## config.mk

```make
export PLATFORM = sky130hd
export DESIGN_NAME = graphics_top
export DESIGN_NICKNAME = d
export VERILOG_FILES = /design/src/verilog/graphics_pkg.sv /design/src/verilog/fill_drawer.sv /design/src/verilog/frame_timer.sv /design/src/verilog/gfx_apb_regs.sv /design/src/verilog/graphics_fsm.sv /design/src/verilog/graphics_top.sv /design/src/verilog/pixel_port.sv /design/src/verilog/symbol_drawer.sv /design/src/verilog/symbol_iter.sv
export VERILOG_INCLUDE_DIRS = /design/src /design/src/verilog
export SDC_FILE = /design/constraint.sdc
export NUM_CORES = 1
export LEC_CHECK = 0
export BUFFER_PORTS_ARGS = -buffer_cell sky130_fd_sc_hd__buf_4
export CAP_MARGIN = 5
export CORE_MARGIN = 8
export CORE_UTILIZATION = 30
export CTS_BUF_LIST = sky130_fd_sc_hd__clkbuf_4 sky130_fd_sc_hd__clkbuf_8
export DETAILED_ROUTE_END_ITERATION = 16
export GPL_TIMING_DRIVEN = 0
export PLACE_DENSITY_LB_ADDON = 0.08
export SLEW_MARGIN = 20
export SYNTH_ARGS = -nofsm -noshare
export SYNTH_HDL_FRONTEND = slang
export SYNTH_SLANG_ARGS = --single-unit
```

## constraint.sdc

```tcl
create_clock -name clk -period 9 [get_ports clk]
set_clock_uncertainty 0.2 [all_clocks]
set_input_delay 0 -clock clk [delete_from_list [all_inputs] [get_ports clk]]
set_output_delay 0 -clock clk [all_outputs]
set_load 0.01 [all_outputs]
```

## src/verilog/graphics_settings.svh

```systemverilog
`ifndef GRAPHICS_SETTINGS_SVH
`define GRAPHICS_SETTINGS_SVH

// screen geometry.
`define GFX_HOR_PIXELS    64
`define GFX_VER_PIXELS    16
`define GFX_X_W           6
`define GFX_Y_W           4

// symbol code and glyph cell.
`define GFX_SYMBOL_WIDTH  7
`define GFX_GLYPH_W       5
`define GFX_GLYPH_H       7
`define GFX_CELL_STEP     15
`define GFX_BASELINE_OFS  10 // origin row is height minus this.

`define GFX_TEXT_DEPTH    4

// clocks between swap ticks.
`define GFX_FRAME_CYCLES  4096

`endif

```

## src/verilog/graphics_pkg.sv

```systemverilog
`default_nettype none

`include "graphics_settings.svh"

package graphics_pkg;

    typedef struct packed {
        logic [`GFX_X_W-1:0] x;
        logic [`GFX_Y_W-1:0] y;
        logic [7:0]          color;
    } pix_wr_t;

    typedef struct packed {
        logic [7:0] fg;
        logic [7:0] bg;
    } color_pair_t;

    typedef struct packed {
        logic        psel;
        logic        penable;
        logic        pwrite;
        logic [5:0]  paddr;
        logic [31:0] pwdata;
    } apb_req_t;

    typedef struct packed {
        logic [31:0] prdata;
        logic        pready;
        logic        pslverr;
    } apb_rsp_t;

    typedef logic [`GFX_SYMBOL_WIDTH-1:0] symbol_t;

    typedef symbol_t [`GFX_TEXT_DEPTH-1:0] text_buf_t;

    typedef enum logic [3:0] {
        STATE_WAIT_SWAP,
        STATE_FILL_DRAWER_START,
        STATE_WAIT_FILL_DRAWER_1,
        STATE_WAIT_FILL_DRAWER_2,
        STATE_SYMBOL_ITER_START,
        STATE_DRAW_FIRST_SYMBOL_1,
        STATE_DRAW_FIRST_SYMBOL_2,
        STATE_DRAW_FIRST_SYMBOL_3,
        STATE_SYMBOL_ITER_NEXT,
        STATE_WAIT_SYMBOL_DRAWER_1,
        STATE_WAIT_SYMBOL_DRAWER_2,
        STATE_LOGIC_START,
        STATE_WAIT_LOGIC_1,
        STATE_WAIT_LOGIC_2
    } gfx_state_e;

endpackage

`default_nettype wire

```

## src/verilog/fill_drawer.sv

```systemverilog
`timescale 1ns/100ps
`default_nettype none

`include "graphics_settings.svh"

module fill_drawer (
    input  logic                  clk,
    input  logic                  rst_n,
    input  logic                  start,
    input  logic [7:0]            bg,
    output graphics_pkg::pix_wr_t pix,
    output logic                  pix_valid,
    input  logic                  pix_ready,
    output logic                  ready
);

    localparam logic [`GFX_X_W-1:0] X_LAST = `GFX_X_W'(`GFX_HOR_PIXELS - 1);
    localparam logic [`GFX_Y_W-1:0] Y_LAST = `GFX_Y_W'(`GFX_VER_PIXELS - 1);

    logic                busy;
    logic [`GFX_X_W-1:0] x;
    logic [`GFX_Y_W-1:0] y;

    always_ff @(posedge clk) begin
        if (!rst_n) begin
            busy <= 1'b0;
            x    <= '0;
            y    <= '0;
        end else if (start) begin
            busy <= 1'b1;
            x    <= '0;
            y    <= '0;
        end else if (busy && pix_ready) begin
            x <= (x == X_LAST) ? '0 : x + 1'b1;
            if (x == X_LAST) begin
                y <= y + 1'b1; // row major.
                if (y == Y_LAST) busy <= 1'b0;
            end
        end
    end

    assign pix       = '{x: x, y: y, color: bg};
    assign pix_valid = busy;
    assign ready     = !busy;

endmodule

`default_nettype wire

```

## src/verilog/frame_timer.sv

```systemverilog
`timescale 1ns/100ps
`default_nettype none

`include "graphics_settings.svh"

module frame_timer (
    input  logic clk,
    input  logic rst_n,
    input  logic enable,
    output logic swap
);

    localparam int CNT_W = $clog2(`GFX_FRAME_CYCLES);
    localparam logic [CNT_W-1:0] RELOAD = CNT_W'(`GFX_FRAME_CYCLES - 1);

    logic [CNT_W-1:0] count;

    always_ff @(posedge clk) begin
        if (!rst_n || !enable) begin
            count <= RELOAD; // parked while disabled.
        end else if (count == '0) begin
            count <= RELOAD;
        end else begin
            count <= count - 1'b1;
        end
    end

    assign swap = enable && (count == '0);

    // one tick per period, never back to back.
    swap_single_cycle: assert property (@(posedge clk) disable iff (!rst_n)
        swap |=> !swap);

endmodule

`default_nettype wire

```

## src/verilog/gfx_apb_regs.sv

```systemverilog
`timescale 1ns/100ps
`default_nettype none

`include "graphics_settings.svh"

module gfx_apb_regs (
    input  logic                     clk,
    input  logic                     rst_n,
    input  graphics_pkg::apb_req_t   apb_req,
    output graphics_pkg::apb_rsp_t   apb_rsp,
    input  logic                     logic_start,
    input  logic                     frame_done,
    output logic                     enable,
    output graphics_pkg::color_pair_t colors,
    output graphics_pkg::text_buf_t  text,
    output logic                     logic_ready
);

    localparam logic [5:0] ADDR_CTRL   = 6'h00;
    localparam logic [5:0] ADDR_COLORS = 6'h04;
    localparam logic [5:0] ADDR_STATUS = 6'h08;

    logic        access;
    logic        wr;
    logic        hit;
    logic        done_wr;
    logic        window;
    logic [7:0]  frame_cnt;
    logic [31:0] rdata;

    assign access  = apb_req.psel && apb_req.penable;
    assign wr      = access && apb_req.pwrite && hit;
    assign done_wr = wr && (apb_req.paddr == ADDR_CTRL) && apb_req.pwdata[1];

    always_comb begin
        hit   = 1'b1;
        rdata = '0;
        case (apb_req.paddr)
            ADDR_CTRL:   rdata[0] = enable;
            ADDR_COLORS: rdata[15:0] = {colors.bg, colors.fg};
            ADDR_STATUS: rdata[15:0] = {frame_cnt, 7'b0, window};
            6'h10, 6'h14, 6'h18, 6'h1c: begin
                rdata[`GFX_SYMBOL_WIDTH-1:0] = text[apb_req.paddr[3:2]];
            end
            default:     hit = 1'b0;
        endcase
    end

    always_comb begin
        apb_rsp.prdata  = rdata;
        apb_rsp.pready  = 1'b1; // no wait states.
        apb_rsp.pslverr = access && !hit;
    end

    always_ff @(posedge clk) begin
        if (!rst_n) begin
            enable <= 1'b0;
            colors <= '0;
            text   <= '0;
        end else if (wr) begin
            case (apb_req.paddr)
                ADDR_CTRL:   enable <= apb_req.pwdata[0]; // done bit is not stored.
                ADDR_COLORS: colors <= {apb_req.pwdata[7:0], apb_req.pwdata[15:8]};
                ADDR_STATUS: ; // read only.
                default:     text[apb_req.paddr[3:2]] <= apb_req.pwdata[`GFX_SYMBOL_WIDTH-1:0];
            endcase
        end
    end

    // logic window, opened by the sequencer and closed by the host.
    always_ff @(posedge clk) begin
        if (!rst_n) begin
            window      <= 1'b0;
            logic_ready <= 1'b0;
            frame_cnt   <= '0;
        end else begin
            logic_ready <= done_wr && window;
            if (logic_start) begin
                window <= 1'b1;
            end else if (done_wr) begin
                window <= 1'b0;
            end
            if (frame_done) begin
                frame_cnt <= frame_cnt + 1'b1; // wraps at 256.
            end
        end
    end

    apb_access_after_setup: assert property (@(posedge clk) disable iff (!rst_n)
        apb_req.penable |-> apb_req.psel);

endmodule

`default_nettype wire

```

## src/verilog/graphics_fsm.sv

```systemverilog
`timescale 1ns/100ps
`default_nettype none

`include "graphics_settings.svh"

module graphics_fsm (
    input  logic                  clk,
    input  logic                  rst_n,
    input  logic                  swap,
    input  graphics_pkg::symbol_t symbol,
    input  logic                  symbol_valid,
    input  logic                  logic_ready,
    input  logic                  fill_ready,
    input  logic                  sym_ready,
    output logic                  iter_start,
    output logic                  iter_en,
    output logic                  logic_start,
    output logic                  fill_start,
    output logic                  sym_start,
    output logic [`GFX_X_W-1:0]   sym_x
);

    graphics_pkg::gfx_state_e state;
    logic                     sym_done;

    // drawer finished with the current symbol.
    assign sym_done = sym_ready && (state == graphics_pkg::STATE_DRAW_FIRST_SYMBOL_3 ||
                                    state == graphics_pkg::STATE_WAIT_SYMBOL_DRAWER_2);

    // rewind while the fill runs, step after each drawn glyph.
    assign iter_start = (state == graphics_pkg::STATE_FILL_DRAWER_START);
    assign iter_en    = sym_done && (symbol != '0);

    always_ff @(posedge clk) begin
        if (!rst_n) begin
            state       <= graphics_pkg::STATE_FILL_DRAWER_START;
            logic_start <= 1'b0;
            fill_start  <= 1'b0;
            sym_start   <= 1'b0;
            sym_x       <= '0;
        end else begin
            fill_start  <= 1'b0;
            sym_start   <= 1'b0;
            logic_start <= 1'b0;
            case (state)
                graphics_pkg::STATE_WAIT_SWAP: begin
                    if (swap) state <= graphics_pkg::STATE_FILL_DRAWER_START;
                end
                graphics_pkg::STATE_FILL_DRAWER_START: begin
                    fill_start <= 1'b1;
                    state      <= graphics_pkg::STATE_WAIT_FILL_DRAWER_1;
                end
                graphics_pkg::STATE_WAIT_FILL_DRAWER_1: begin
                    state <= graphics_pkg::STATE_WAIT_FILL_DRAWER_2; // ready not valid yet.
                end
                graphics_pkg::STATE_WAIT_FILL_DRAWER_2: begin
                    if (fill_ready) state <= graphics_pkg::STATE_SYMBOL_ITER_START;
                end
                graphics_pkg::STATE_SYMBOL_ITER_START: begin
                    sym_x <= '0;
                    if (symbol_valid) state <= graphics_pkg::STATE_DRAW_FIRST_SYMBOL_1;
                end
                graphics_pkg::STATE_DRAW_FIRST_SYMBOL_1: begin
                    sym_start <= 1'b1;
                    state     <= graphics_pkg::STATE_DRAW_FIRST_SYMBOL_2;
                end
                graphics_pkg::STATE_DRAW_FIRST_SYMBOL_2: begin
                    state <= graphics_pkg::STATE_DRAW_FIRST_SYMBOL_3;
                end
                graphics_pkg::STATE_SYMBOL_ITER_NEXT: begin
                    if (symbol_valid) begin
                        sym_start <= 1'b1;
                        state     <= graphics_pkg::STATE_WAIT_SYMBOL_DRAWER_1;
                    end
                end
                graphics_pkg::STATE_WAIT_SYMBOL_DRAWER_1: begin
                    state <= graphics_pkg::STATE_WAIT_SYMBOL_DRAWER_2;
                end
                graphics_pkg::STATE_DRAW_FIRST_SYMBOL_3,
                graphics_pkg::STATE_WAIT_SYMBOL_DRAWER_2: begin
                    if (sym_done) begin
                        sym_x <= sym_x + `GFX_X_W'(`GFX_CELL_STEP);
                        // symbol 0 ends the line.
                        state <= (symbol == '0) ? graphics_pkg::STATE_LOGIC_START
                                                : graphics_pkg::STATE_SYMBOL_ITER_NEXT;
                    end
                end
                graphics_pkg::STATE_LOGIC_START: begin
                    logic_start <= 1'b1;
                    state       <= graphics_pkg::STATE_WAIT_LOGIC_1;
                end
                graphics_pkg::STATE_WAIT_LOGIC_1: begin
                    state <= graphics_pkg::STATE_WAIT_LOGIC_2;
                end
                graphics_pkg::STATE_WAIT_LOGIC_2: begin
                    if (logic_ready) state <= graphics_pkg::STATE_WAIT_SWAP;
                end
                default: state <= graphics_pkg::STATE_WAIT_SWAP;
            endcase
        end
    end

    // only one drawer owns the pixel port.
    one_drawer_start: assert property (@(posedge clk) disable iff (!rst_n)
        !(fill_start && sym_start));

endmodule

`default_nettype wire

```

## src/verilog/graphics_top.sv

```systemverilog
`timescale 1ns/100ps
`default_nettype none

`include "graphics_settings.svh"

module graphics_top (
    input  logic                   clk,
    input  logic                   rst_n,
    input  graphics_pkg::apb_req_t apb_req,
    output graphics_pkg::apb_rsp_t apb_rsp,
    output graphics_pkg::pix_wr_t  pix,
    output logic                   pix_valid,
    input  logic                   pix_ready
);

    graphics_pkg::color_pair_t colors;
    graphics_pkg::text_buf_t   text;
    graphics_pkg::symbol_t     symbol;
    graphics_pkg::pix_wr_t     fill_pix;
    graphics_pkg::pix_wr_t     sym_pix;
    logic                      enable;
    logic                      swap;
    logic                      logic_start;
    logic                      logic_ready;
    logic                      iter_start;
    logic                      iter_en;
    logic                      symbol_valid;
    logic                      fill_start;
    logic                      fill_ready;
    logic                      fill_valid;
    logic                      fill_pix_ready;
    logic                      sym_start;
    logic                      sym_ready;
    logic                      sym_valid;
    logic                      sym_pix_ready;
    logic [`GFX_X_W-1:0]       sym_x;

    frame_timer u_frame_timer (
        .clk    (clk),
        .rst_n  (rst_n),
        .enable (enable),
        .swap   (swap)
    );

    gfx_apb_regs u_regs (
        .clk         (clk),
        .rst_n       (rst_n),
        .apb_req     (apb_req),
        .apb_rsp     (apb_rsp),
        .logic_start (logic_start),
        .frame_done  (logic_ready), // counted when the FSM takes it.
        .enable      (enable),
        .colors      (colors),
        .text        (text),
        .logic_ready (logic_ready)
    );

    symbol_iter u_symbol_iter (
        .clk          (clk),
        .rst_n        (rst_n),
        .text         (text),
        .iter_start   (iter_start),
        .iter_en      (iter_en),
        .symbol       (symbol),
        .symbol_valid (symbol_valid)
    );

    graphics_fsm u_fsm (
        .clk          (clk),
        .rst_n        (rst_n),
        .swap         (swap),
        .symbol       (symbol),
        .symbol_valid (symbol_valid),
        .logic_ready  (logic_ready),
        .fill_ready   (fill_ready),
        .sym_ready    (sym_ready),
        .iter_start   (iter_start),
        .iter_en      (iter_en),
        .logic_start  (logic_start),
        .fill_start   (fill_start),
        .sym_start    (sym_start),
        .sym_x        (sym_x)
    );

    fill_drawer u_fill (
        .clk       (clk),
        .rst_n     (rst_n),
        .start     (fill_start),
        .bg        (colors.bg),
        .pix       (fill_pix),
        .pix_valid (fill_valid),
        .pix_ready (fill_pix_ready),
        .ready     (fill_ready)
    );

    symbol_drawer u_symbol (
        .clk       (clk),
        .rst_n     (rst_n),
        .start     (sym_start),
        .symbol    (symbol),
        .x0        (sym_x),
        .fg        (colors.fg),
        .pix_ready (sym_pix_ready),
        .pix       (sym_pix),
        .pix_valid (sym_valid),
        .ready     (sym_ready)
    );

    pixel_port u_pixel_port (
        .clk        (clk),
        .rst_n      (rst_n),
        .fill_pix   (fill_pix),
        .fill_valid (fill_valid),
        .fill_ready (fill_pix_ready),
        .sym_pix    (sym_pix),
        .sym_valid  (sym_valid),
        .sym_ready  (sym_pix_ready),
        .pix        (pix),
        .pix_valid  (pix_valid),
        .pix_ready  (pix_ready)
    );

endmodule

`default_nettype wire

```

## src/verilog/pixel_port.sv

```systemverilog
`timescale 1ns/100ps
`default_nettype none

module pixel_port (
    input  logic                  clk,
    input  logic                  rst_n,
    input  graphics_pkg::pix_wr_t fill_pix,
    input  logic                  fill_valid,
    output logic                  fill_ready,
    input  graphics_pkg::pix_wr_t sym_pix,
    input  logic                  sym_valid,
    output logic                  sym_ready,
    output graphics_pkg::pix_wr_t pix,
    output logic                  pix_valid,
    input  logic                  pix_ready
);

    logic load;

    assign load       = !pix_valid || pix_ready; // empty or draining.
    assign fill_ready = load;
    assign sym_ready  = load && !fill_valid;

    always_ff @(posedge clk) begin
        if (!rst_n) begin
            pix_valid <= 1'b0;
        end else if (load) begin
            pix_valid <= fill_valid || sym_valid;
        end
    end

    always_ff @(posedge clk) begin
        if (load && (fill_valid || sym_valid)) begin
            pix <= fill_valid ? fill_pix : sym_pix;
        end
    end

    // no pixel changes under back-pressure.
    pix_hold: assert property (@(posedge clk) disable iff (!rst_n)
        pix_valid && !pix_ready |=> pix_valid && $stable(pix));

endmodule

`default_nettype wire

```

## src/verilog/symbol_drawer.sv

```systemverilog
`timescale 1ns/100ps
`default_nettype none

`include "graphics_settings.svh"

module symbol_drawer (
    input  logic                  clk,
    input  logic                  rst_n,
    input  logic                  start,
    input  graphics_pkg::symbol_t symbol,
    input  logic [`GFX_X_W-1:0]   x0,
    input  logic [7:0]            fg,
    input  logic                  pix_ready,
    output graphics_pkg::pix_wr_t pix,
    output logic                  pix_valid,
    output logic                  ready
);

    localparam int NPOS  = `GFX_GLYPH_W * `GFX_GLYPH_H;
    localparam int POS_W = $clog2(NPOS);
    localparam logic [`GFX_Y_W-1:0] Y0 = `GFX_Y_W'(`GFX_VER_PIXELS - `GFX_BASELINE_OFS);

    logic [NPOS-1:0]     mask;
    logic [NPOS-1:0]     remaining; // set pixels still to emit.
    logic [POS_W-1:0]    pos;
    logic [`GFX_X_W-1:0] x_org;

    // bit rule, position r*W + c takes bit (c + r) mod 7.
    always_comb begin
        mask = '0;
        for (int r = 0; r < `GFX_GLYPH_H; r++) begin
            for (int c = 0; c < `GFX_GLYPH_W; c++) begin
                mask[r * `GFX_GLYPH_W + c] = symbol[(c + r) % `GFX_SYMBOL_WIDTH];
            end
        end
    end

    // lowest pending position, so unset pixels cost no cycle.
    always_comb begin
        pos = '0;
        for (int p = NPOS - 1; p >= 0; p--) begin
            if (remaining[p]) pos = POS_W'(p);
        end
    end

    always_ff @(posedge clk) begin
        if (!rst_n) begin
            remaining <= '0;
        end else if (start) begin
            remaining <= mask;
        end else if (pix_valid && pix_ready) begin
            remaining <= remaining & (remaining - 1'b1); // drop lowest set bit.
        end
    end

    always_ff @(posedge clk) begin
        if (start) x_org <= x0;
    end

    assign pix.x     = x_org + `GFX_X_W'(pos % `GFX_GLYPH_W);
    assign pix.y     = Y0 + `GFX_Y_W'(pos / `GFX_GLYPH_W);
    assign pix.color = fg;
    assign pix_valid = |remaining;
    assign ready     = ~|remaining;

endmodule

`default_nettype wire

```

## src/verilog/symbol_iter.sv

```systemverilog
`timescale 1ns/100ps
`default_nettype none

`include "graphics_settings.svh"

module symbol_iter (
    input  logic                    clk,
    input  logic                    rst_n,
    input  graphics_pkg::text_buf_t text,
    input  logic                    iter_start,
    input  logic                    iter_en,
    output graphics_pkg::symbol_t   symbol,
    output logic                    symbol_valid
);

    localparam int IDX_W = $clog2(`GFX_TEXT_DEPTH + 1);
    localparam logic [IDX_W-1:0] LAST = IDX_W'(`GFX_TEXT_DEPTH);

    logic [IDX_W-1:0] idx;

    always_ff @(posedge clk) begin
        if (!rst_n) begin
            idx          <= '0;
            symbol_valid <= 1'b0;
        end else if (iter_start) begin
            idx          <= '0;
            symbol_valid <= 1'b0;
        end else if (iter_en) begin
            if (idx != LAST) idx <= idx + 1'b1; // saturates past the end.
            symbol_valid <= 1'b0;
        end else begin
            symbol_valid <= 1'b1;
        end
    end

    // terminator once the buffer is exhausted.
    assign symbol = (idx < LAST) ? text[idx[IDX_W-2:0]] : '0;

endmodule

`default_nettype wire
```

==> impl_metrics.ini, run 1 <==
[yosys]
yosysMostFrequentCell = dfxtp_1
async_flop_share = 0
syn_area_um2 = 8340
ys.warnings.count = 0
synth_flop_cell = dfxtp_1
synth-seq-cells = 155
synthCells = 899
yosysTopAreaCell = dfxtp_1
synth_edf_count = 24
synth-seq-area-share = 0.401
synth_top_cell_area_share = 0.314
synthTopCellsByArea = dfxtp_1 (31%), edfxtp_1 (8.6%), mux2i_1 (4.7%)
synth_common_cells = dfxtp_1 (131), nand2_1 (90), nor2_1 (67), a21boi_0 (50), nor2b_1 (44)
postSynthAreaPerCell_um2 = 9.28
synth_cell_types = 77

[clock_network]
cts_sinks = 155
clk_pin_slew_ns = 0.09
clk-insertion-delay-late_ns = 0.47
htree_levels = 4
cts_setup_buffers = 0
cts_tree = done
cts_buffers = 17
cts_resized = 0
root_buffer = clkbuf_8
clk_path_buf_depth = 2

[placement]
place_ws_ns = 0.874
portBuffers = 62
place.gp.congestion = 0.805
place_hpwl_um = 17800

[power_and_ir_drop]
peakVddDrop_mv = 0.0955
p_leak_nw = 3.67
finalPower_mw = 1.62
power.density_nw_per_um2 = 162

[global_routing]
grt-ovfl-total = 0
grt_usage = 0.147
grt_max_degree = 18
antenna_found_initial = 0
grt_pass1_vias = 6947
grt_pass1_wl_um = 39100

[routing]
dr.first_iter.drc_count = 357
viasPerCell = 4.87
wirelength_um = 24000
drc = 0
dr_total_vias = 6848
antenna_left = 0
wl_per_cell_um = 17.1
drt_first_pass_iters = 4

[sta]
hold-worst-slack_ns = -0.0192
setup_violations = 0
rsz0062_at_grt = false
period_needed_ns = 8.13
fin_crit_sh = 0.904
worst_pin_slew_ns = 1.05
slew_headroom = 0.298
report.final.slew_viol_count = 0
fmax_ghz = 0.123
final_hold_viol_count = 2
tns_ns = 0
finalWorstSetupSlack_ns = 0.866

[worst_setup_path]
required_ns = 9.00
cp.arrival_ns = 8.14
critPathMaxFanout = 9
slowest_delay_ns = 0.62
crit_path_start_kind = flop
crit_type = reg -> reg
cp-end-kind = flop
cp_slowest_cell = or4_1

[outcome]
violations = hold timing
status = complete, but fails checks

[floorplanning]
die-area_um2 = 33400
die_width_um = 183
rows = 61
coreArea_um2 = 27600
start_util = 0.303
pin_count = 97
die_y_um = 183

[final_layout]
fillers = 2891
regArea_um2 = 3340
area_growth_pct = 19.6
multi_input_area_um2 = 4680
drive_gt1_frac = 0.152
diodes = 0
final_nets = 1077

[hold_path]
hp-class = in -> reg

[job]
maxCapViolCount = 0
## critical path: cells and delay by family (launching register included)
kind / cells / cell delay [ns]
AND/OR/NAND/NOR: 9 / 1.88
flip-flops: 1 / 0.31
AO/OA/AOI/OAI: 14 / 3.30
adder cells (fa/ha/maj): 4 / 0.99
XOR/XNOR: 3 / 0.50
buffers and inverters: 4 / 0.37
multiplexers: 1 / 0.34
## state kept, by name, indices dropped and copies added (netlist names), 3 cells and up
signal,cells
u_regs.frame_cnt,8
u_fsm.state,4
u_frame_timer.count,12
u_fill.x,6
u_regs.text,28
u_fsm.sym_x,6
u_symbol.x_org,6
u_pixel_port.pix,18
u_fill.y,4
u_symbol_iter.idx,3
u_regs.colors,16
u_symbol.remaining,35
## final timing paths
check	start	to	slack, ns	depth (start not counted)
worst max-delay path	u_symbol.remaining[20]$_SDFFE_PN0P_	u_pixel_port.pix[17]$_DFFE_PP_	0.87	35
worst min-delay path	apb_req[32]	u_regs.enable$_SDFFE_PN0P_	-0.02	6
worst max register to register	u_symbol.remaining[20]$_SDFFE_PN0P_	u_pixel_port.pix[17]$_DFFE_PP_	0.87	35
worst min register to register	u_frame_timer.count[0]$_SDFF_PP1_	u_frame_timer.count[0]$_SDFF_PP1_	0.21	1
## through the flow
stage,std cells,area (µm²),utilization
floorplan,914,8400,-
global placement,1354,9340,0.339
detailed placement,1355,9380,0.340
CTS,1405,9970,0.362
global route,1405,9980,0.362
finish,1405,9980,0.362
## cell usage in the layout, fill, tap and decap left out, types with 12 or more instances in the layout
cell type      instances
nand2_1               90
o21ai_0               15
clkbuf_1              38
conb_1                17
a21boi_0              49
edfxtp_1              24
mux2i_1               39
buf_4                 79
inv_1                 23
nor2b_1               44
dfxtp_1              131
mux4_2                14
nand2b_1              14
nand3_1               28
or4_1                 16
dlygate4sd3_1         18
ha_1                  18
and2_1                12
o211ai_1              15
xnor2_1               25
a21oi_1               31
clkbuf_8              17
mux2_2                13
nor2_1                67
nor3_1                25
## power breakdown
group	switching [mW]	internal (mW)	leakage, nW	total [mW]
registers	0.0215	0.747	1.28	0.768
logic	0.164	0.115	2.17	0.279
clock network	0.309	0.262	0.214	0.570
total	0.494	1.12	3.67	1.62
## final cells by class
class / instances / area share
plain buffers: 60 / 0.0292
clock buffers: 18 / 0.0242
clock inverters: 14 / 0.0173
inverters: 26 / 0.00978
multi-input cells: 673 / 0.469
flip-flops and latches: 155 / 0.335
well taps: 378 / 0.0474
repair buffers: 81 / 0.0675
## cells by family after synthesis
group / synth area share
AO/OA/AOI/OAI: 0.175
other: 0.000900
adder cells (fa/ha/maj): 0.0294
buffers and inverters: 0.0466
flip-flops: 0.401
XOR/XNOR: 0.0325
multiplexers: 0.102
AND/OR/NAND/NOR: 0.213
## layer usage
layer,global-route usage,part of all wire
met1,0.188,0.48
met2,0.245,0.47
met3,0.0330,0.043
met4,0.0423,0.015
met5,0,0
## repair_timing
| action | 4_1_cts | 5_1_grt |
|---|---|---|
| endpoints found under the hold margin | 66 | 0 |
| hold buffers | 18 | 0 |
| endpoints found under the setup margin | 0 | 0 |
No activity file was read; power rests on OpenSTA's default activity.
==> inputs of run 2 (changes only) <==
Settings changed: MAX_ROUTING_LAYER set to met4.
==> impl_metrics.ini, run 2 (same netlist as run 1, synthesis figures left out) <==
[outcome]
status = complete, but fails checks
violations = hold timing

[job]
maxCapViolCount = 0

[power_and_ir_drop]
finalPower_mw = 1.62
power.density_nw_per_um2 = 162
peakVddDrop_mv = 0.0955
p_leak_nw = 3.67

[worst_setup_path]
cp.arrival_ns = 8.14
slowest_delay_ns = 0.62
r2r-start = u_symbol.remaining[20]$_SDFFE_PN0P_
crit_type = reg -> reg
cp-end-kind = flop
cp_slowest_cell = or4_1
path_buf_inv = 4
cp-startpoint = u_symbol.remaining[20]$_SDFFE_PN0P_
path_delay_family = compound AO/OA/AOI/OAI gates
required_ns = 9.00
crit_path_start_kind = flop
critPathMaxFanout = 9
r2r_setup_slack_ns = 0.86

[routing]
drc = 0
viasPerCell = 4.88
drt_first_pass_iters = 5
antenna_left = 0
dr_total_vias = 6862
wirelength_um = 24000
wl_per_cell_um = 17.1
dr.first_iter.drc_count = 342

[final_layout]
area_growth_pct = 19.6
mostFrequentLayoutCells = dfxtp_1 (131), nand2_1 (90), buf_4 (79)
largest_register_ffs = 35
largest_register = u_symbol.remaining
fin_area_um2 = 9980
final_nets = 1077
top_regs = u_symbol.remaining x35, u_regs.text x28, u_pixel_port.pix x18
final_common_cell = dfxtp_1
diodes = 0
drive_gt1_frac = 0.152

[sta]
fmax_ghz = 0.123
final_hold_viol_count = 2
report.final.slew_viol_count = 0
slew_headroom = 0.299
hold-worst-slack_ns = -0.0175
rsz0062_at_grt = false
setup_violations = 0
tns_ns = 0
finalWorstSetupSlack_ns = 0.864
period_needed_ns = 8.14
fin_crit_sh = 0.904
worst_pin_slew_ns = 1.05

[clock_network]
root_buffer = clkbuf_8
cts_setup_buffers = 0
clk_path_buf_depth = 2
cts_sinks = 155
htree_levels = 4
cts_buffers = 17
clk-insertion-delay-late_ns = 0.47
clk_pin_slew_ns = 0.09
cts_resized = 0
cts_hold_buf = 18
cts_tree = done

[placement]
portBuffers = 62
place.gp.congestion = 0.815
dpl_cell_area_um2 = 9380
place_ws_ns = 0.874
place_hpwl_um = 17800

[global_routing]
grt-ovfl-total = 0
grt_pass1_vias = 6946
grt_usage = 0.151
grt_max_degree = 18
grt_pass1_wl_um = 39100
antenna_found_initial = 0

[floorplanning]
start_util = 0.303
pin_count = 97
die-area_um2 = 33400
die_width_um = 183
coreArea_um2 = 27600
rows = 61
die_y_um = 183

[hold_path]
hp-class = in -> reg
min_from = apb_req[32]
run 2: cell counts in the layout (fill, tap and decap cells not counted):
Identical to the previous run, type by type.
run 2: path summary, 6_finish.rpt:
| check | endpoint | cells after the start |
|---|---|---|
| max | u_pixel_port.pix[17]$_DFFE_PP_ | 35 |
| min | u_regs.enable$_SDFFE_PN0P_ | 6 |
| max reg2reg | u_pixel_port.pix[17]$_DFFE_PP_ | 35 |
| min reg2reg | u_frame_timer.count[0]$_SDFF_PP1_ | 1 |
run 2: cell type report:
type / instances / area, µm²
Sequential cell: 155 / 3340
Fill cell: 2891 / 17600
Timing Repair Buffer: 81 / 673
Inverter: 26 / 97.6
Multi-Input combinational cell: 673 / 4680
Tap cell: 378 / 473
Buffer: 60 / 292
Clock buffer: 18 / 241
Clock inverter: 14 / 173
run 2: metal layers:
layer | routed length [µm] | global-route usage | up-vias
li1 | - | - | 3466
met1 | 11700 | 0.193 | 3230
met2 | 11200 | 0.244 | 138
met3 | 853 | 0.0269 | 28
met4 | 339 | 0.0423 | 0
met5 | 0 | - | -
run 2: where the power goes:
group | switching (mW) | internal, mW
Combinational | 0.164 | 0.115
Clock | 0.309 | 0.262
Sequential | 0.0214 | 0.747
run 2: worst min-delay path: cells and delay by family:
family	cells	cell delay [ns]
buffers and inverters	1	0.08
and+or+nand+nor	4	0.43
AOI/OAI and AO/OA	1	0.07
run 2: stage by stage:
step,instances,util
global route,1405,0.362
detailed placement,1355,0.340
global placement,1354,0.339
floorplan,914,-
finish,1405,0.362
CTS,1405,0.362
==> inputs of run 3 (changes only) <==
Settings changed: BUFFER_PORTS_ARGS -buffer_cell sky130_fd_sc_hd__buf_4 to unset, DONT_BUFFER_PORTS set to 1.
==> impl_metrics.ini, run 3 (same netlist as run 1, synthesis figures left out) <==
[outcome]
status = finished, final reports clean

[clock_network]
cts_sinks = 155
cts_setup_buffers = 0
cts_tree = done
clk_pin_slew_ns = 0.12
cts_buffers = 17
htree_levels = 4
clk_path_buf_depth = 2
root_buffer = clkbuf_8
clk-insertion-delay-late_ns = 0.47

[worst_setup_path]
required_ns = 9.11
r2r_setup_slack_ns = 0.80
cp-startpoint = u_symbol.remaining[20]$_SDFFE_PN0P_
cp.arrival_ns = 8.31
r2r_end = u_pixel_port.pix[17]$_DFFE_PP_
slowest_delay_ns = 0.63
cp-end-kind = flop
critPathMaxFanout = 9
crit_type = reg -> reg
r2r_cells = 35
crit_path_start_kind = flop
cp_slowest_cell = or4_1
r2r-start = u_symbol.remaining[20]$_SDFFE_PN0P_
critPathCapture = u_pixel_port.pix[17]$_DFFE_PP_

[routing]
antenna_left = 0
wl_per_cell_um = 17.7
wirelength_um = 24000
drc = 0
drt_first_pass_iters = 7
viasPerCell = 4.97
dr.first_iter.drc_count = 303
dr_total_vias = 6736

[placement]
place_ws_ns = 0.818
dp.cells = 1293
place.gp.congestion = 0.780
place_hpwl_um = 17700
portBuffers = 0

[sta]
fin_crit_sh = 0.912
period_needed_ns = 8.20
fmax_ghz = 0.122
finalWorstSetupSlack_ns = 0.795
final_hold_viol_count = 0
slew_headroom = 0.349
setup_violations = 0
report.final.slew_viol_count = 0
worst_pin_slew_ns = 0.972

[global_routing]
grt_pass1_vias = 6823
grt_max_degree = 19
grt_pass1_wl_um = 38400
grt-ovfl-total = 0
antenna_found_initial = 0
grt_usage = 0.149

[floorplanning]
pin_count = 97
die-area_um2 = 33400
rows = 61
coreArea_um2 = 27600
die_width_um = 183
die_y_um = 183
start_util = 0.303

[power_and_ir_drop]
peakVddDrop_mv = 0.106
finalPower_mw = 1.56
power.density_nw_per_um2 = 162
p_leak_nw = 3.40

[hold_path]
hp-class = in -> reg
hold_path_depth = 3

[final_layout]
final_nets = 1027
largest_register_ffs = 35
drive_gt1_frac = 0.0972
final_common_cell = dfxtp_1
area_growth_pct = 15.5
final_cells = 1355
mostFrequentLayoutCells = dfxtp_1 (131), nand2_1 (90), nor2_1 (67)
diodes = 0
largest_register = u_symbol.remaining
top_regs = u_symbol.remaining x35, u_regs.text x28, u_pixel_port.pix x18
fillers = 2905

[job]
maxCapViolCount = 0
==> run 3: cell count changes in the layout (fill, tap and decap cells not counted), moves of 2 or more <==
cell	previous run	this run
inv_6	6	2
buf_4	79	17
dlygate4sd3_1	18	30
bufinv_16	2	0
clkinv_8	1	6
==> run 3: final cells by class <==
cell class	count	area, µm²	share of cell area
Clock buffer	17	234	0.0243
Buffer	60	292	0.0303
Timing Repair Buffer	31	328	0.0340
Multi-Input combinational cell	673	4690	0.487
Tap cell	378	473	0.0491
Sequential cell	155	3340	0.347
Inverter	26	97.6	0.0101
Clock inverter	15	178	0.0184
==> run 3: critical path, delay by kind of cell, from the launching register on <==
| kind | cells | cell delay [ns] |
|---|---|---|
| AOI/OAI and AO/OA | 14 | 3.48 |
| muxes | 1 | 0.33 |
| xor gates and xnor gates | 3 | 0.43 |
| buffers and inverters | 4 | 0.38 |
| DFF | 1 | 0.31 |
| adders and majority gates | 4 | 1.01 |
| and+or+nand+nor | 9 | 1.89 |
==> run 3: what timing repair did <==
action | 4_1_cts | 5_1_grt
hold buffers | 30 | 0
gates resized for setup | 0 | 1
endpoints found under the hold margin | 101 | 0
endpoints found under the setup margin | 0 | 1
==> run 3: metrics by stage <==
| step | area [µm²] | setup TNS (ns) | hold WS (ns) | util |
|---|---|---|---|---|
| 6_report | 9630 | 0 | 0.0387 | 0.350 |
| 5_1_grt | 9630 | -0.00276 | 0.0179 | 0.350 |
| 4_1_cts | 9620 | 0 | 0.00200 | 0.349 |
| 3_5_place_dp | 8910 | 0 | -0.0939 | 0.323 |
| 3_3_place_gp | 8870 | 0 | -0.0936 | 0.322 |
| 2_1_floorplan | 8400 | 0 | -0.106 | - |
==> run 3: routing by layer <==
metal,GRT usage,share of wire,up-vias
met1,0.188,0.47,3216
met4,0.0407,0.013,0
met5,-,0,-
li1,-,-,3369
met2,0.238,0.47,131
met3,0.0360,0.047,20
==> run 3: worst min path at each step <==
stage                 from                       endpoint  slack [ns]
6_report        apb_req[9]  u_regs.colors[1]$_SDFFE_PN0P_        0.04
2_1_floorplan  apb_req[39]                     apb_rsp[0]       -0.11
3_3_place_gp   apb_req[39]                     apb_rsp[0]       -0.09
5_1_grt        apb_req[14]  u_regs.colors[6]$_SDFFE_PN0P_        0.02
3_5_place_dp   apb_req[39]                     apb_rsp[0]       -0.09
4_1_cts         apb_req[9]  u_regs.colors[1]$_SDFFE_PN0P_       0.002
==> run 3: where the power goes <==
part | leakage (nW) | internal (mW) | switching, mW
logic | 1.91 | 0.0905 | 0.146
registers | 1.28 | 0.748 | 0.0328
clock network | 0.207 | 0.212 | 0.329
total | 3.40 | 1.05 | 0.507
